===== src/include/gf_cfg.svh =====
// GF(2^163) multiplier configuration: field size, digit size and reduction taps
`ifndef GF_CFG_SVH
`define GF_CFG_SVH

// Degree of the field polynomial x^163 + x^7 + x^6 + x^3 + 1
`define GF_M 163

// Bits of the multiplier consumed per cycle
`define GF_DIGIT 4

// Digits per multiplier operand, rounded up so the top digit is partial
`define GF_NUM_DIGITS ((`GF_M + `GF_DIGIT - 1) / `GF_DIGIT)

// Low terms of the field polynomial, so that x^163 == GF_POLY_TAPS in the field
// Bits 7, 6, 3 and 0 are set
`define GF_POLY_TAPS {{(`GF_M - 8){1'b0}}, 8'b1100_1001}

`endif


===== src/design/gf_pkg.sv =====
// GF(2^163) multiplier package with the element, digit, product and counter types
`include "gf_cfg.svh"

package gf_pkg;

  // One element of the field, coefficient i is bit i
  typedef logic [`GF_M-1:0] gf_elem_t;

  // One digit of the multiplier operand
  typedef logic [`GF_DIGIT-1:0] gf_digit_t;

  // Element times digit before reduction, degree up to M + DIGIT - 2
  typedef logic [`GF_M+`GF_DIGIT-2:0] gf_wide_t;

  // Digit index, wide enough to count one past the last digit
  typedef logic [$clog2(`GF_NUM_DIGITS+1)-1:0] gf_count_t;

endpackage


===== src/design/gf_digit_if.sv =====
// Digit stream from the operand sequencer to the multiply-accumulate stage
`timescale 1ns/1ps

interface gf_digit_if
  import gf_pkg::*;
(
  input logic clk
);

  gf_digit_t digit;  // Current digit of b
  logic      step;   // One digit to consume on this edge
  logic      first;  // Accumulator starts from zero at this step
  logic      last;   // Final digit, result is ready after this step
  gf_elem_t  opa;    // Multiplicand captured at the start edge

  modport seq (
    input  clk,
    output digit,
    output step,
    output first,
    output last,
    output opa
  );

  modport mac (
    input clk,
    input digit,
    input step,
    input first,
    input last,
    input opa
  );

endinterface


===== src/design/gf_digit_sequencer.sv =====
// Operand sequencer that captures a and b and issues the digits of b from the top
`timescale 1ns/1ps
`include "gf_cfg.svh"

module gf_digit_sequencer
  import gf_pkg::*;
(
  input  logic     clk,
  input  logic     rst_n,
  input  logic     start,
  input  gf_elem_t a,
  input  gf_elem_t b,
  gf_digit_if.seq  dig
);

  localparam int        DW       = `GF_DIGIT;
  localparam int        PAD_W    = `GF_NUM_DIGITS * `GF_DIGIT;
  localparam gf_count_t LAST_IDX = gf_count_t'(`GF_NUM_DIGITS - 1);
  localparam gf_count_t END_IDX  = gf_count_t'(`GF_NUM_DIGITS);

  typedef enum logic [1:0] {
    ST_IDLE,
    ST_RUN,
    ST_HOLD
  } state_t;

  state_t           state;
  gf_count_t        cnt;    // Index of the next digit to issue
  logic [PAD_W-1:0] b_pad;
  logic [PAD_W-1:0] b_sh;   // Remaining digits, next one at the top

  // The top digit is partial and gets zero-filled above bit 162
  assign b_pad = PAD_W'(b);

  always_ff @(posedge clk or negedge rst_n) begin
    if (!rst_n) begin
      state     <= ST_IDLE;
      cnt       <= '0;
      dig.step  <= 1'b0;
      dig.first <= 1'b0;
      dig.last  <= 1'b0;
    end else if (!start) begin
      // Dropping start abandons whatever is in progress
      state     <= ST_IDLE;
      cnt       <= '0;
      dig.step  <= 1'b0;
      dig.first <= 1'b0;
      dig.last  <= 1'b0;
    end else begin
      case (state)
        ST_IDLE: begin
          state     <= ST_RUN;
          cnt       <= gf_count_t'(1);  // Digit 0 goes out on this edge
          dig.step  <= 1'b1;
          dig.first <= 1'b1;
          dig.last  <= (LAST_IDX == '0);
        end
        ST_RUN: begin
          if (cnt == END_IDX) begin
            // The MAC takes the last digit on this edge
            state     <= ST_HOLD;
            dig.step  <= 1'b0;
            dig.first <= 1'b0;
            dig.last  <= 1'b0;
          end else begin
            cnt       <= cnt + gf_count_t'(1);
            dig.step  <= 1'b1;
            dig.first <= 1'b0;
            dig.last  <= (cnt == LAST_IDX);
          end
        end
        ST_HOLD: begin
          // Wait here until start is released
          dig.step  <= 1'b0;
          dig.first <= 1'b0;
          dig.last  <= 1'b0;
        end
        default: begin
          state <= ST_IDLE;
        end
      endcase
    end
  end

  always_ff @(posedge clk) begin
    if (start && state == ST_IDLE) begin
      dig.opa   <= a;
      dig.digit <= b_pad[PAD_W-1 -: DW];
      b_sh      <= b_pad << DW;
    end else if (start && state == ST_RUN) begin
      dig.digit <= b_sh[PAD_W-1 -: DW];
      b_sh      <= b_sh << DW;
    end
  end

endmodule


===== src/design/gf_poly_reduce.sv =====
// Folds an unreduced product back into a field element modulo the field polynomial
`timescale 1ns/1ps
`include "gf_cfg.svh"

module gf_poly_reduce
  import gf_pkg::*;
(
  input  gf_wide_t wide,
  output gf_elem_t elem
);

  localparam int       M    = `GF_M;
  localparam int       OVF  = `GF_DIGIT - 1;  // Coefficients above degree M-1
  localparam gf_elem_t TAPS = `GF_POLY_TAPS;

  // A coefficient at degree M+k equals x^k times the tap polynomial
  // The taps are of low degree, so the shifted copies never overflow again
  always_comb begin
    elem = wide[M-1:0];
    for (int k = 0; k < OVF; k++) begin
      if (wide[M+k]) begin
        elem = elem ^ (TAPS << k);
      end
    end
  end

endmodule


===== src/design/gf_digit_mac.sv =====
// Digit multiply-accumulate stage holding the result register and the done flag
`timescale 1ns/1ps
`include "gf_cfg.svh"

module gf_digit_mac
  import gf_pkg::*;
(
  input  logic     clk,
  input  logic     rst_n,
  input  logic     start,
  gf_digit_if.mac  dig,
  output gf_elem_t p,
  output logic     done
);

  localparam int DW = `GF_DIGIT;

  gf_elem_t acc;        // Running partial result, reduced
  gf_elem_t acc_term;
  gf_wide_t acc_pre;    // Accumulator times x^(DW-1), unreduced
  gf_elem_t acc_pre_r;
  gf_wide_t part;       // Digit times multiplicand
  gf_wide_t sum;
  gf_elem_t acc_next;

  assign acc_term = dig.first ? '0 : acc;

  // A shift by the full digit width does not fit the wide type, so the
  // accumulator is shifted by DW-1, reduced, then shifted once more in the sum
  assign acc_pre = {acc_term, {(DW-1){1'b0}}};

  gf_poly_reduce pre_reduce_i (
    .wide (acc_pre),
    .elem (acc_pre_r)
  );

  always_comb begin
    part = '0;
    for (int i = 0; i < DW; i++) begin
      if (dig.digit[i]) begin
        part = part ^ (gf_wide_t'(dig.opa) << i);
      end
    end
  end

  assign sum = gf_wide_t'({acc_pre_r, 1'b0}) ^ part;

  gf_poly_reduce sum_reduce_i (
    .wide (sum),
    .elem (acc_next)
  );

  always_ff @(posedge clk) begin
    if (start && dig.step) begin
      acc <= acc_next;
    end
  end

  always_ff @(posedge clk or negedge rst_n) begin
    if (!rst_n) begin
      p    <= '0;
      done <= 1'b0;
    end else if (!start) begin
      done <= 1'b0;  // p keeps the last result
    end else if (dig.step && dig.last) begin
      p    <= acc_next;
      done <= 1'b1;
    end
  end

endmodule


===== src/design/gf163_mult.sv =====
// GF(2^163) digit-serial multiplier, most significant digit of b first
`timescale 1ns/1ps

module gf163_mult
  import gf_pkg::*;
(
  input  logic     clk,
  input  logic     rst_n,
  input  logic     start,  // Held high for the whole operation
  input  gf_elem_t a,
  input  gf_elem_t b,
  output gf_elem_t p,
  output logic     done    // High from the last digit until start drops
);

  gf_digit_if dig_if (
    .clk (clk)
  );

  gf_digit_sequencer seq_i (
    .clk   (clk),
    .rst_n (rst_n),
    .start (start),
    .a     (a),
    .b     (b),
    .dig   (dig_if.seq)
  );

  gf_digit_mac mac_i (
    .clk   (clk),
    .rst_n (rst_n),
    .start (start),
    .dig   (dig_if.mac),
    .p     (p),
    .done  (done)
  );

endmodule


===== config.mk =====
export PLATFORM = sky130hd
export DESIGN_NAME = gf163_mult
export DESIGN_NICKNAME = d
export VERILOG_FILES = /design/src/design/gf_pkg.sv /design/src/design/gf_digit_if.sv /design/src/design/gf_digit_sequencer.sv /design/src/design/gf_poly_reduce.sv /design/src/design/gf_digit_mac.sv /design/src/design/gf163_mult.sv
export VERILOG_INCLUDE_DIRS = /design/src /design/src/include
export SDC_FILE = /design/constraint.sdc
export NUM_CORES = 1
export LEC_CHECK = 0
export ABC_AREA = 1
export BUFFER_PORTS_ARGS = -buffer_cell sky130_fd_sc_hd__clkbuf_2
export CAP_MARGIN = 25
export CORE_MARGIN = 2
export CORE_UTILIZATION = 35
export CTS_CLUSTER_DIAMETER = 120
export DETAILED_ROUTE_END_ITERATION = 16
export PLACE_DENSITY_LB_ADDON = 0.15
export SYNTH_ARGS = -nofsm -noshare
export SYNTH_HDL_FRONTEND = slang
export SYNTH_SLANG_ARGS = --single-unit

===== constraint.sdc =====
create_clock -name clk -period 6 [get_ports clk]
set_clock_uncertainty 0.05 [all_clocks]
set_input_delay 0.3 -clock clk [delete_from_list [all_inputs] [get_ports clk]]
set_output_delay 0.3 -clock clk [all_outputs]
set_load 0.03 [all_outputs]

After elaboration in Yosys (flattened, before gate mapping) --
Index checks and enable logic that the tools add are counted.
Operators by class: add/subtract/negate cells 1, bitwise gates (word level) 10, muxes and demuxes 31, eq/ne operators 12, reductions and logical operators 11
Operators with widths (number):
- $mux 166 | 3
- $mux 164 | 2
- $mux 163 | 2
- $xor 164x166->166 | 1
- $xor 166x164->166 | 1
- $xor 166x165->166 | 1
- $xor 166x166->166 | 1
- $not 4->4 | 6
- $mux 10 | 2
- $mux 9 | 2
- $mux 8 | 2
- $eq 6x6->1 const B | 2
- $mux 6 | 2
- $pmux 6 s2 | 1
- $ne 3x2->1 const B | 3
- $mux 1 | 7
- $add 6x1->6 const B | 1
- $mux 3 | 2
- $pmux 2 s3 | 1
- $reduce_and 2->1 | 3
- $logic_and 1x1->1 | 4
- $mux 2 | 2
- $ne 4x1->1 const B | 1
- $pmux 1 s2 | 2
- 10 further kinds | 11
Storage, ports and cells: register bits 665

Depth between registers and ports, before layout --
Gate-level depths: netlist of run 1.
depth after elaboration 14, mapped depth 13, mapped depth without buffers 12

Modules after synthesis --
A second synthesis of run 1 with hierarchy kept.
Unflattened totals: cell total of the unflattened synthesis 6140, area, all modules 44694.1 um^2
Modules (own cells, without submodules):
- gf_digit_mac | cells an instance 4833, sequential area each 8998.6 um^2, area each 29487.0 um^2, times used 1
- gf_digit_sequencer | cells an instance 947, sequential area each 10084.7 um^2, area each 12594.6 um^2, times used 1
- gf_poly_reduce | cells an instance 180, sequential area each 0.0 um^2, area each 1306.3 um^2, times used 2

Worst setup path after synthesis of run 1 --
Ideal clock, no wire load.
kind reg-to-reg, from register seq_i.state[0], to register seq_i.dig.opa[0], enable pin, cell stages (with the launch flop) 6, path slack -118 ps, path buffers 1, setup time 591 ps, data required time 5359 ps, period minus slack after synthesis 6118 ps, arrival time 5477 ps, cell sequence dfrtp_1 inv_1 ha_1 nand2_1 inv_2 clkbuf_1
Between the ends: longest elaborated chain between the ends 2
Ends and longest elaborated chain:
- start, declared | line gf_digit_sequencer.sv:27 | state_t state;
- start signal, assigned | line gf_digit_sequencer.sv:37 | state <= ST_IDLE;
- start signal, assigned | line gf_digit_sequencer.sv:44 | state <= ST_IDLE;
- start signal, assigned | line gf_digit_sequencer.sv:52 | state <= ST_RUN;
- $logic_not 2->1 | line gf_digit_sequencer.sv:86 | if (start && state == ST_IDLE) begin
- $logic_and 1x1->1 | line gf_digit_sequencer.sv:86
- end signal, assigned | line gf_digit_sequencer.sv:87 | dig.opa <= a;
- end, declared | line gf_digit_if.sv:22 | output opa
No other way between the ends. A chain may end at the register's enable or synchronous reset.

Worst setup path in the final report of run 1 --
from input start, to register mac_i.p[157]
Between the ends: longest elaborated chain between the ends 1
Ends and longest elaborated chain:
- start, declared | line gf163_mult.sv:9 | input logic start,
- $reduce_and 2->1 (no source line)
- end signal, assigned | line gf_digit_mac.sv:66 | p <= acc_next;
- end, declared | line gf_digit_mac.sv:12 | output gf_elem_t p,
No other way between the ends.

==> key figures, run 1 <==
Yosys
  – Post-synth top area share: 41.7%
  – Post-synth EDFFs: 489
  – Synth area leader: edfxtp_1
  – Top cells by area, synth: edfxtp_1 42%, nand2_1 21%, dfrtp_1 12%
  – Sequential-to-total area share from yosys stat: 54.2%
  – Mean Syn Cell Area: 8.65 um^2
  – Netlist cell types: 27
  – Syn Nets: 4,409
  – Synth cell count leaders: 2,003 x nand2_1, 489 x edfxtp_1, 472 x xnor2_1
  – Top-count cell post-synth: nand2_1
  – Post-Synthesis Cells: 4,073
  – Most used DFF post-synth: edfxtp_1
  – Synthesized flop and latch total: 665
  – Yosys warnings: 0
  – FFs w/ async S/R, synth: 26.3%
  – Post-Syn Area: 35,200 um^2

Detailed routing
  – Drt initial violations: 2,000
  – DR DRC count: 0
  – WL final: 99,300 um
  – Via density: 4.47
  – DR vias: 27,800
  – Drt first pass iters: 5
  – Antenna Violating Nets Remaining: 0
  – Drt wl/cell: 16.0 um

Timing
  – Fmax: 283 MHz
  – Hold_ws: 0.174 ns
  – Final hold vios: 0
  – Final worst-path cycle share: 59.0%
  – Setup TNS: 0 ns
  – Max-slew violation count: 0
  – Post-layout min period: 3.54 ns
  – Worst slew pin tran: 1.10 ns
  – RSZ-0062 raised after global routing: false
  – Final Setup Violations: 0
  – Headroom to the max-slew limit: 26.5%

Floorplanning
  – IO Count: 493
  – Initial Utilization: 35.2%
  – Die H: 321 um
  – Core box area: 100,000 um^2
  – DIE WIDTH: 321 um
  – Die area: 103,000 um^2
  – Cell row count: 116

Global route
  – Global routing's busiest layer: met2
  – Global routing usage on met2: 31.3%
  – Number of global-route vias before repair: 27,300
  – Total GRT Usage: 19.1%
  – Global-route wire length before repair: 154,000 um
  – Met3 Usage GRT: 4.21%
  – Pin count of the biggest net entering global routing: 166
  – Antenna violations before repair: 12
  – Met1 Use GR: 25.5%
  – GRT overflow: 0

Power
  – Worst VDD drop: 0.344 mV
  – Pwr dens: 512 nW/um^2
  – Static Leak: 21.3 nW
  – Overall power: 0.0230 W

Clocking
  – CTS tree: done
  – PostCTS Resize Cnt: 0
  – Worst-Skew Late Latency: 0.64 ns
  – H-tree Lvls: 3
  – Clock root cell: clkbuf_16
  – Clock buffer depth: 3
  – Clock Sinks: 665
  – Clock-pin slew on the worst setup and hold paths: 0.06 ns
  – Cts bufs inserted: 82

Worst setup path
  – Register-to-Register Path Depth: 7
  – WP data required: 6.51 ns
  – Crit. path cell count: 9
  – CP Buf/Inv Count: 5
  – Crit-path leading delay family: buffers and inverters
  – CP startpoint kind: input pin
  – Data arrival, critical path: 4.05 ns
  – Slowest cell on crit path: inv_6
  – Critical path class: input pin to flop
  – Crit-path most repeated cell: nand2_1
  – Crit path cell chain: dlygate4sd3_1, clkbuf_2, nand2_1, inv_8, nand2_4, inv_6, buf_12, nand3_1, nand2_1
  – Crit-path max FO: 109
  – Setup crit end kind: flop
  – CP peak stage delay: 0.87 ns

Final layout
  – Share of layout cells above drive strength 1: 13.1%
  – Fin nets: 5,172
  – Area delta synth->final: 27.3%
  – Post-layout util: 44.8%

Place
  – Count of input and output buffers: 492
  – GPL Wtd Cong: 0.784
  – DP Wirelength: 62,600 um

Outcome
  – Status: finished clean

Min path
  – Hold Path Class: input pin to asynchronous set/reset pin

Job
  – Total of max-cap violations: 0
## cell families after synthesis
| kind of cell | count (synthesis) | synth area share [%] |
|---|---|---|
| flops | 665 | 54.2 |
| fa+ha+maj | 7 | 0.249 |
| simple gates | 2378 | 27.2 |
| xor+xnor | 489 | 12.2 |
| compound gates | 23 | 0.352 |
| buf+inv | 511 | 5.87 |
## metrics by stage
step / instance area [um^2] / std cells / setup WS, ns
6_report: 44800 / 6206 / 2.46
5_1_grt: 44800 / 6202 / 2.06
4_1_cts: 44800 / 6199 / 2.27
3_5_place_dp: 38900 / 5720 / 2.15
3_3_place_gp: 38900 / 5720 / 2.21
2_1_floorplan: 35200 / 4073 / 0.851
## layout by cell type, fill, tap and decap left out, types with 84 or more instances in the layout
cell type      synthesis  final
nand2_1             2003   2000
clkbuf_2               1    491
edfxtp_1             489    489
xnor2_1              472    472
inv_1                347    347
dlygate4sd3_1          0    328
nand3_1              183    183
dfrtp_1              175    175
and2_1               159    159
clkbuf_16              0     84
## routing by layer
metal  routed length, um  up-vias
met5                  34        -
met3                5970      127
li1                    -    14100
met4                2230        6
met1               44800    12900
met2               46300      660
## repair_timing
action / in CTS / in global routing
buffers inserted: 0 / 0
hold buffers: 328 / 0
hold endpoints to repair: 388 / 0
## power breakdown
group	leakage (nW)	internal (W)	switching, W
clock	1.28	0.00289	0.00201
combinational	12.9	0.00407	0.00627
sequential	7.09	0.00709	0.000649
## final cells by class
| type | instances | area [um^2] |
|---|---|---|
| timing repair buffer | 839 | 6040 |
| tap | 1298 | 1620 |
| antenna | 5 | 12.5 |
| clock inverter | 38 | 335 |
| multi-input combinational | 2897 | 14100 |
| clock buffer | 113 | 2290 |
| sequential | 665 | 19100 |
| inverter | 351 | 1340 |
| fill | 9675 | 55200 |
## path summary, 6_finish.rpt
check	from	endpoint	slack, ns
min in group clk	a[25]	seq_i.dig.opa[25]	0.32
max in group asynchronous	rst_n	seq_i.cnt[3]	4.48
setup / recovery	start	mac_i.p[157]	2.46
setup reg to reg	seq_i.dig.step	mac_i.p[157]	2.58
hold reg to reg	mac_i.p[60]	mac_i.p[60]	0.42
hold / removal	rst_n	mac_i.p[133]	0.17
## worst reg2reg max path: cells and delay by family, from the launching register on
kind / cells / cell delay (ns)
flops: 1 / 0.35
simple gates: 4 / 1.06
buf+inv: 3 / 1.88
## sequential cells by signal, indices dropped and copies added (netlist names)
| register | cells |
|---|---|
| seq_i.dig.opa | 163 |
| seq_i.dig.first | 1 |
| mac_i.p | 163 |
| seq_i.cnt | 6 |
| seq_i.dig.last | 1 |
| seq_i.dig.step | 1 |
| seq_i.dig.digit | 4 |
| mac_i.acc | 163 |
| seq_i.b_sh | 160 |
| mac_i.done | 1 |
| seq_i.state | 2 |
(Power assumes the default switching activity.)
==> run 2: changes to the inputs <==
==> constraint.sdc (replaced) <==
create_clock -name clk -period 3.5 [get_ports clk]
set_clock_uncertainty 0.05 [all_clocks]
set_input_delay 0.175 -clock clk [delete_from_list [all_inputs] [get_ports clk]]
set_output_delay 0.175 -clock clk [all_outputs]
set_load 0.03 [all_outputs]
==> key figures, run 2 (synthesized netlist as in run 1, its figures left out) <==
Outcome
  – Status: finished clean

Worst setup path
  – Crit-path max FO: 71
  – Data arrival, critical path: 2.89 ns
  – CP startpoint kind: flop
  – WP data required: 3.95 ns
  – Critical path class: flop to flop
  – Setup crit end kind: flop

Clocking
  – Clock root cell: clkbuf_16
  – H-tree Lvls: 3
  – CTS tree: done
  – Clock-pin slew on the worst setup and hold paths: 0.06 ns
  – Worst-Skew Late Latency: 0.65 ns
  – Clock buffer depth: 3
  – Clock Sinks: 665
  – Cts bufs inserted: 80

Final layout
  – Area delta synth->final: 28.2%
  – Share of layout cells above drive strength 1: 13.5%
  – Most frequent cells in the layout: 2,000 x nand2_1, 491 x clkbuf_2, 489 x edfxtp_1, 472 x xnor2_1, 347 x inv_1
  – Fin nets: 5,194
  – Post-layout util: 45.2%
  – Commonest non-fill, non-tap cell in the layout: nand2_1
  – Fin cells: 6,226
  – Fill count: 9,736
  – Largest registers: mac_i.acc: 163 flops, mac_i.p: 163 flops, seq_i.dig.opa: 163 flops

Detailed routing
  – Drt initial violations: 1,791
  – Drt wl/cell: 16.2 um
  – DR vias: 28,200
  – Drt first pass iters: 5
  – DR DRC count: 0
  – WL final: 101,000 um
  – Antenna Violating Nets Remaining: 0
  – Via density: 4.53

Floorplanning
  – Initial Utilization: 35.2%
  – Die area: 103,000 um^2
  – Cell row count: 116
  – IO Count: 493
  – Core box area: 100,000 um^2
  – Die H: 321 um
  – DIE WIDTH: 321 um

Global route
  – GRT overflow: 0
  – Number of global-route vias before repair: 28,000
  – Global-route wire length before repair: 157,000 um
  – Pin count of the biggest net entering global routing: 165
  – Antenna violations before repair: 9
  – Total GRT Usage: 19.5%

Power
  – Worst VDD drop: 0.426 mV
  – Pwr dens: 876 nW/um^2
  – Overall power: 0.0395 W
  – Static Leak: 21.4 nW

Timing
  – Headroom to the max-slew limit: 21.5%
  – RSZ-0062 raised after global routing: false
  – Post-layout min period: 2.44 ns
  – Setup TNS: 0 ns
  – Final Setup Violations: 0
  – Final worst-path cycle share: 69.6%
  – Fin worst setup slack: 1.06 ns
  – Max-slew violation count: 0
  – Worst slew pin tran: 1.18 ns
  – Final hold vios: 0
  – Fmax: 410 MHz

Place
  – Count of input and output buffers: 492
  – Worst slack, placed: 1.05 ns
  – GPL Wtd Cong: 0.815
  – Cells after DPL: 5,746
  – DP Wirelength: 66,700 um

Min path
  – Hold Path Class: input pin to asynchronous set/reset pin

Job
  – Total of max-cap violations: 0
==> run 2: cell types whose count changed in the layout (fill, tap and decap cells not counted), sizes merged <==
| cell | change |
|---|---|
| clkinvlp | -2 |
| bufinv | +1 |
| buf | +24 |
| diode | -2 |
| clkbuf | -1 |
==> run 2: power by group <==
group | switching, W | internal (W) | leakage, nW | total [W]
clock network | 0.00344 | 0.00501 | 1.30 | 0.00845
logic | 0.0106 | 0.00717 | 13.1 | 0.0178
registers | 0.00117 | 0.0121 | 7.09 | 0.0133
total | 0.0152 | 0.0243 | 21.4 | 0.0395
==> run 2: repair_timing <==
item | in CTS | in global routing
hold endpoints to repair | 417 | 0
hold buffers | 328 | 0
gates resized for setup | 0 | 0
buffers inserted | 0 | 0
==> run 2: per-stage QoR <==
stage               cell area, um^2  hold WS [ns]
finish                        45200         0.132
global route                  45200         0.162
CTS                           45200         0.125
detailed placement            39200         0.262
global placement              39200         0.263
floorplan                     35200        -0.171
==> run 2: final timing paths <==
check / from / end / slack (ns) / cells past startpoint
worst max-delay path: seq_i.state[0] / seq_i.b_sh[69] / 1.06 / 7
worst min-delay path: rst_n / mac_i.p[129] / 0.13 / 2
worst max register to register: seq_i.state[0] / seq_i.b_sh[69] / 1.06 / 7
worst min register to register: mac_i.p[114] / mac_i.p[114] / 0.43 / 2
max in group asynchronous: rst_n / mac_i.p[32] / 2.24 / 3
min in group clk: a[52] / seq_i.dig.opa[52] / 0.18 / 2
==> run 2: layer usage <==
metal,GRT usage (%),up-vias,share of wire [%]
met5,0,-,0.046
met4,6.98,6,3.1
met3,3.79,164,5.9
met2,32.1,705,47
met1,25.5,13100,44
li1,-,14200,-
==> run 2: critical path: stages, from the launching register on <==
cell and delay (ns):
dfrtp_1 0.40, inv_1 0.13, ha_1 0.26, nand2_4 0.26
inv_8 0.47, buf_4 0.44, nand2_1 0.13, nand2_1 0.09
==> run 2: final cells by class <==
cell class / instances / area [um^2] / area share (%)
Sequential cell: 665 / 19100 / 42.3
Multi-Input combinational cell: 2897 / 14100 / 31.3
Timing Repair Buffer: 863 / 6340 / 14.0
Antenna cell: 3 / 7.51 / 0.0166
Clock buffer: 112 / 2290 / 5.06
Tap cell: 1298 / 1620 / 3.60
Inverter: 351 / 1340 / 2.97
Clock inverter: 37 / 359 / 0.795
==> run 3: changes to the inputs <==
==> constraint.sdc (replaced) <==
create_clock -name clk -period 2 [get_ports clk]
set_clock_uncertainty 0.05 [all_clocks]
set_input_delay 0.1 -clock clk [delete_from_list [all_inputs] [get_ports clk]]
set_output_delay 0.1 -clock clk [all_outputs]
set_load 0.03 [all_outputs]
==> key figures, run 3 (synthesized netlist as in run 1, its figures left out) <==
Floorplanning
  – Die area: 103,000 um^2
  – Core box area: 100,000 um^2
  – Initial Utilization: 35.2%
  – Die H: 321 um
  – DIE WIDTH: 321 um
  – Cell row count: 116
  – IO Count: 493

Worst setup path
  – R2r setup slk: 0.07 ns
  – R2r endpoint: mac_i.acc[101]
  – Crit-path max FO: 53
  – Crit path cell chain: buf_12, nand2_1, xnor2_2, xnor2_1, nand2_1, and2_1
  – Setup crit end kind: flop
  – WP data required: 2.36 ns
  – Register-to-Register Path Depth: 6
  – Data arrival, critical path: 2.29 ns
  – CP startpoint kind: flop
  – CP Buf/Inv Count: 1
  – Critical path class: flop to flop
  – Crit Reg-Reg Startpoint: seq_i.dig.digit[0]
  – Crit-path leading delay family: flip-flops
  – Crit-path most repeated cell: nand2_1
  – CP peak stage delay: 0.50 ns
  – Slowest cell on crit path: edfxtp_1

Timing
  – Max-slew violation count: 0
  – Post-layout min period: 1.93 ns
  – Fin worst setup slack: 0.0699 ns
  – Final hold vios: 0
  – Worst slew pin tran: 0.546 ns
  – Final worst-path cycle share: 96.5%
  – Setup TNS: 0 ns
  – Final Setup Violations: 0
  – RSZ-0062 raised after global routing: true
  – Headroom to the max-slew limit: 63.6%
  – Fmax: 518 MHz

Final layout
  – Most frequent cells in the layout: 1,995 x nand2_1, 491 x clkbuf_2, 489 x edfxtp_1, 464 x xnor2_1, 346 x inv_1
  – Fill count: 9,584
  – Fin nets: 5,264
  – Area delta synth->final: 31.7%
  – Multi-input gate area: 14,200 um^2
  – Share of layout cells above drive strength 1: 15.2%
  – Seq. cell area: 19,100 um^2
  – Finished Cell Area: 46,400 um^2
  – Commonest non-fill, non-tap cell in the layout: nand2_1
  – Largest registers: mac_i.acc: 163 flops, mac_i.p: 163 flops, seq_i.dig.opa: 163 flops

Power
  – Overall power: 0.0713 W
  – Static Leak: 22.1 nW
  – Worst VDD drop: 0.761 mV
  – Pwr dens: 1540 nW/um^2

Global route
  – Global-route wire length before repair: 157,000 um
  – Number of global-route vias before repair: 28,000
  – Pin count of the biggest net entering global routing: 91
  – Antenna violations before repair: 12
  – Total GRT Usage: 19.5%
  – GRT overflow: 0

Detailed routing
  – WL final: 102,000 um
  – DR vias: 28,400
  – Antenna Violating Nets Remaining: 0
  – Via density: 4.51
  – Drt wl/cell: 16.2 um
  – Drt initial violations: 1,600
  – DR DRC count: 0
  – Drt first pass iters: 5

Place
  – Count of input and output buffers: 492
  – Placed Instance Area: 40,100 um^2
  – Worst slack, placed: 0.0635 ns
  – GPL Wtd Cong: 0.812
  – DP Wirelength: 69,200 um

Clocking
  – CTS tree: done
  – H-tree Lvls: 3
  – Clock Sinks: 665
  – Worst-Skew Late Latency: 0.66 ns
  – Cts bufs inserted: 81
  – Clock-pin slew on the worst setup and hold paths: 0.07 ns
  – Clock root cell: clkbuf_16
  – Clock buffer depth: 3

Outcome
  – Status: finished clean

Job
  – Total of max-cap violations: 0

Min path
  – Hold Path Class: input pin to asynchronous set/reset pin
==> run 3: cell count changes in the layout (fill, tap and decap cells not counted), moves of 4 or more <==
cell | previous run | this run
buf_6 | 0 | 4
buf_4 | 22 | 47
xnor2_1 | 472 | 464
clkbuf_16 | 84 | 88
xnor2_2 | 1 | 9
nand2_2 | 0 | 5
buf_12 | 21 | 54
clkinv_8 | 1 | 5
nand2_1 | 2000 | 1995
==> run 3: metrics by stage <==
stage	util [%]	hold WS, ns	std cells
3_5_place_dp	40.1	0.00421	5802
3_3_place_gp	40.1	0.00280	5802
5_1_grt	46.4	0.0570	6297
2_1_floorplan	-	-0.246	4073
4_1_cts	46.1	0.0473	6283
6_report	46.4	0.0784	6299
==> run 3: worst max-delay path by stage <==
stage / depth (start not counted) / from / endpoint
final: 6 / seq_i.dig.digit[0] / mac_i.acc[101]
after CTS: 8 / seq_i.state[1] / seq_i.b_sh[156]
after detailed placement: 8 / seq_i.state[1] / seq_i.b_sh[156]
after global routing: 6 / seq_i.dig.digit[2] / mac_i.acc[36]
after global placement: 8 / seq_i.state[0] / seq_i.b_sh[156]
after floorplan: 5 / seq_i.state[1] / seq_i.b_sh[100]
==> run 3: per-layer routing <==
layer	global-route usage (%)	share of wire [%]	vias to the layer above
met1	25.0	44	13200
met3	4.39	5.7	192
met4	6.39	3.1	20
met2	32.7	47	678
li1	-	-	14300
met5	0	0.13	-
==> run 3: power breakdown <==
| part | leakage, nW | switching [W] | total (W) | internal, W |
|---|---|---|---|---|
| clock network | 1.33 | 0.00634 | 0.0151 | 0.00875 |
| registers | 7.09 | 0.00188 | 0.0231 | 0.0212 |
| logic | 13.6 | 0.0189 | 0.0330 | 0.0142 |
==> run 3: cell type report <==
cell class                      count  share of cell area, %
Clock buffer                      106                   4.79
Clock inverter                     46                   1.07
Timing Repair Buffer              932                   16.0
Inverter                          351                   2.91
Antenna cell                        4                 0.0216
Multi-Input combinational cell   2897                   30.6
Tap cell                         1298                   3.50
Sequential cell                   665                   41.1
==> run 3: timing repair <==
item	4_1_cts	5_1_grt
resized for setup	0	23
hold buffers	329	0
setup buffers	0	8
hold endpoints to repair	505	0
endpoints found under the setup margin	0	49
==> run 3: worst min-delay path, stage by stage <==
cell and delay (ns):
dlygate4sd3_1 0.56, buf_8 0.23, buf_12 0.26
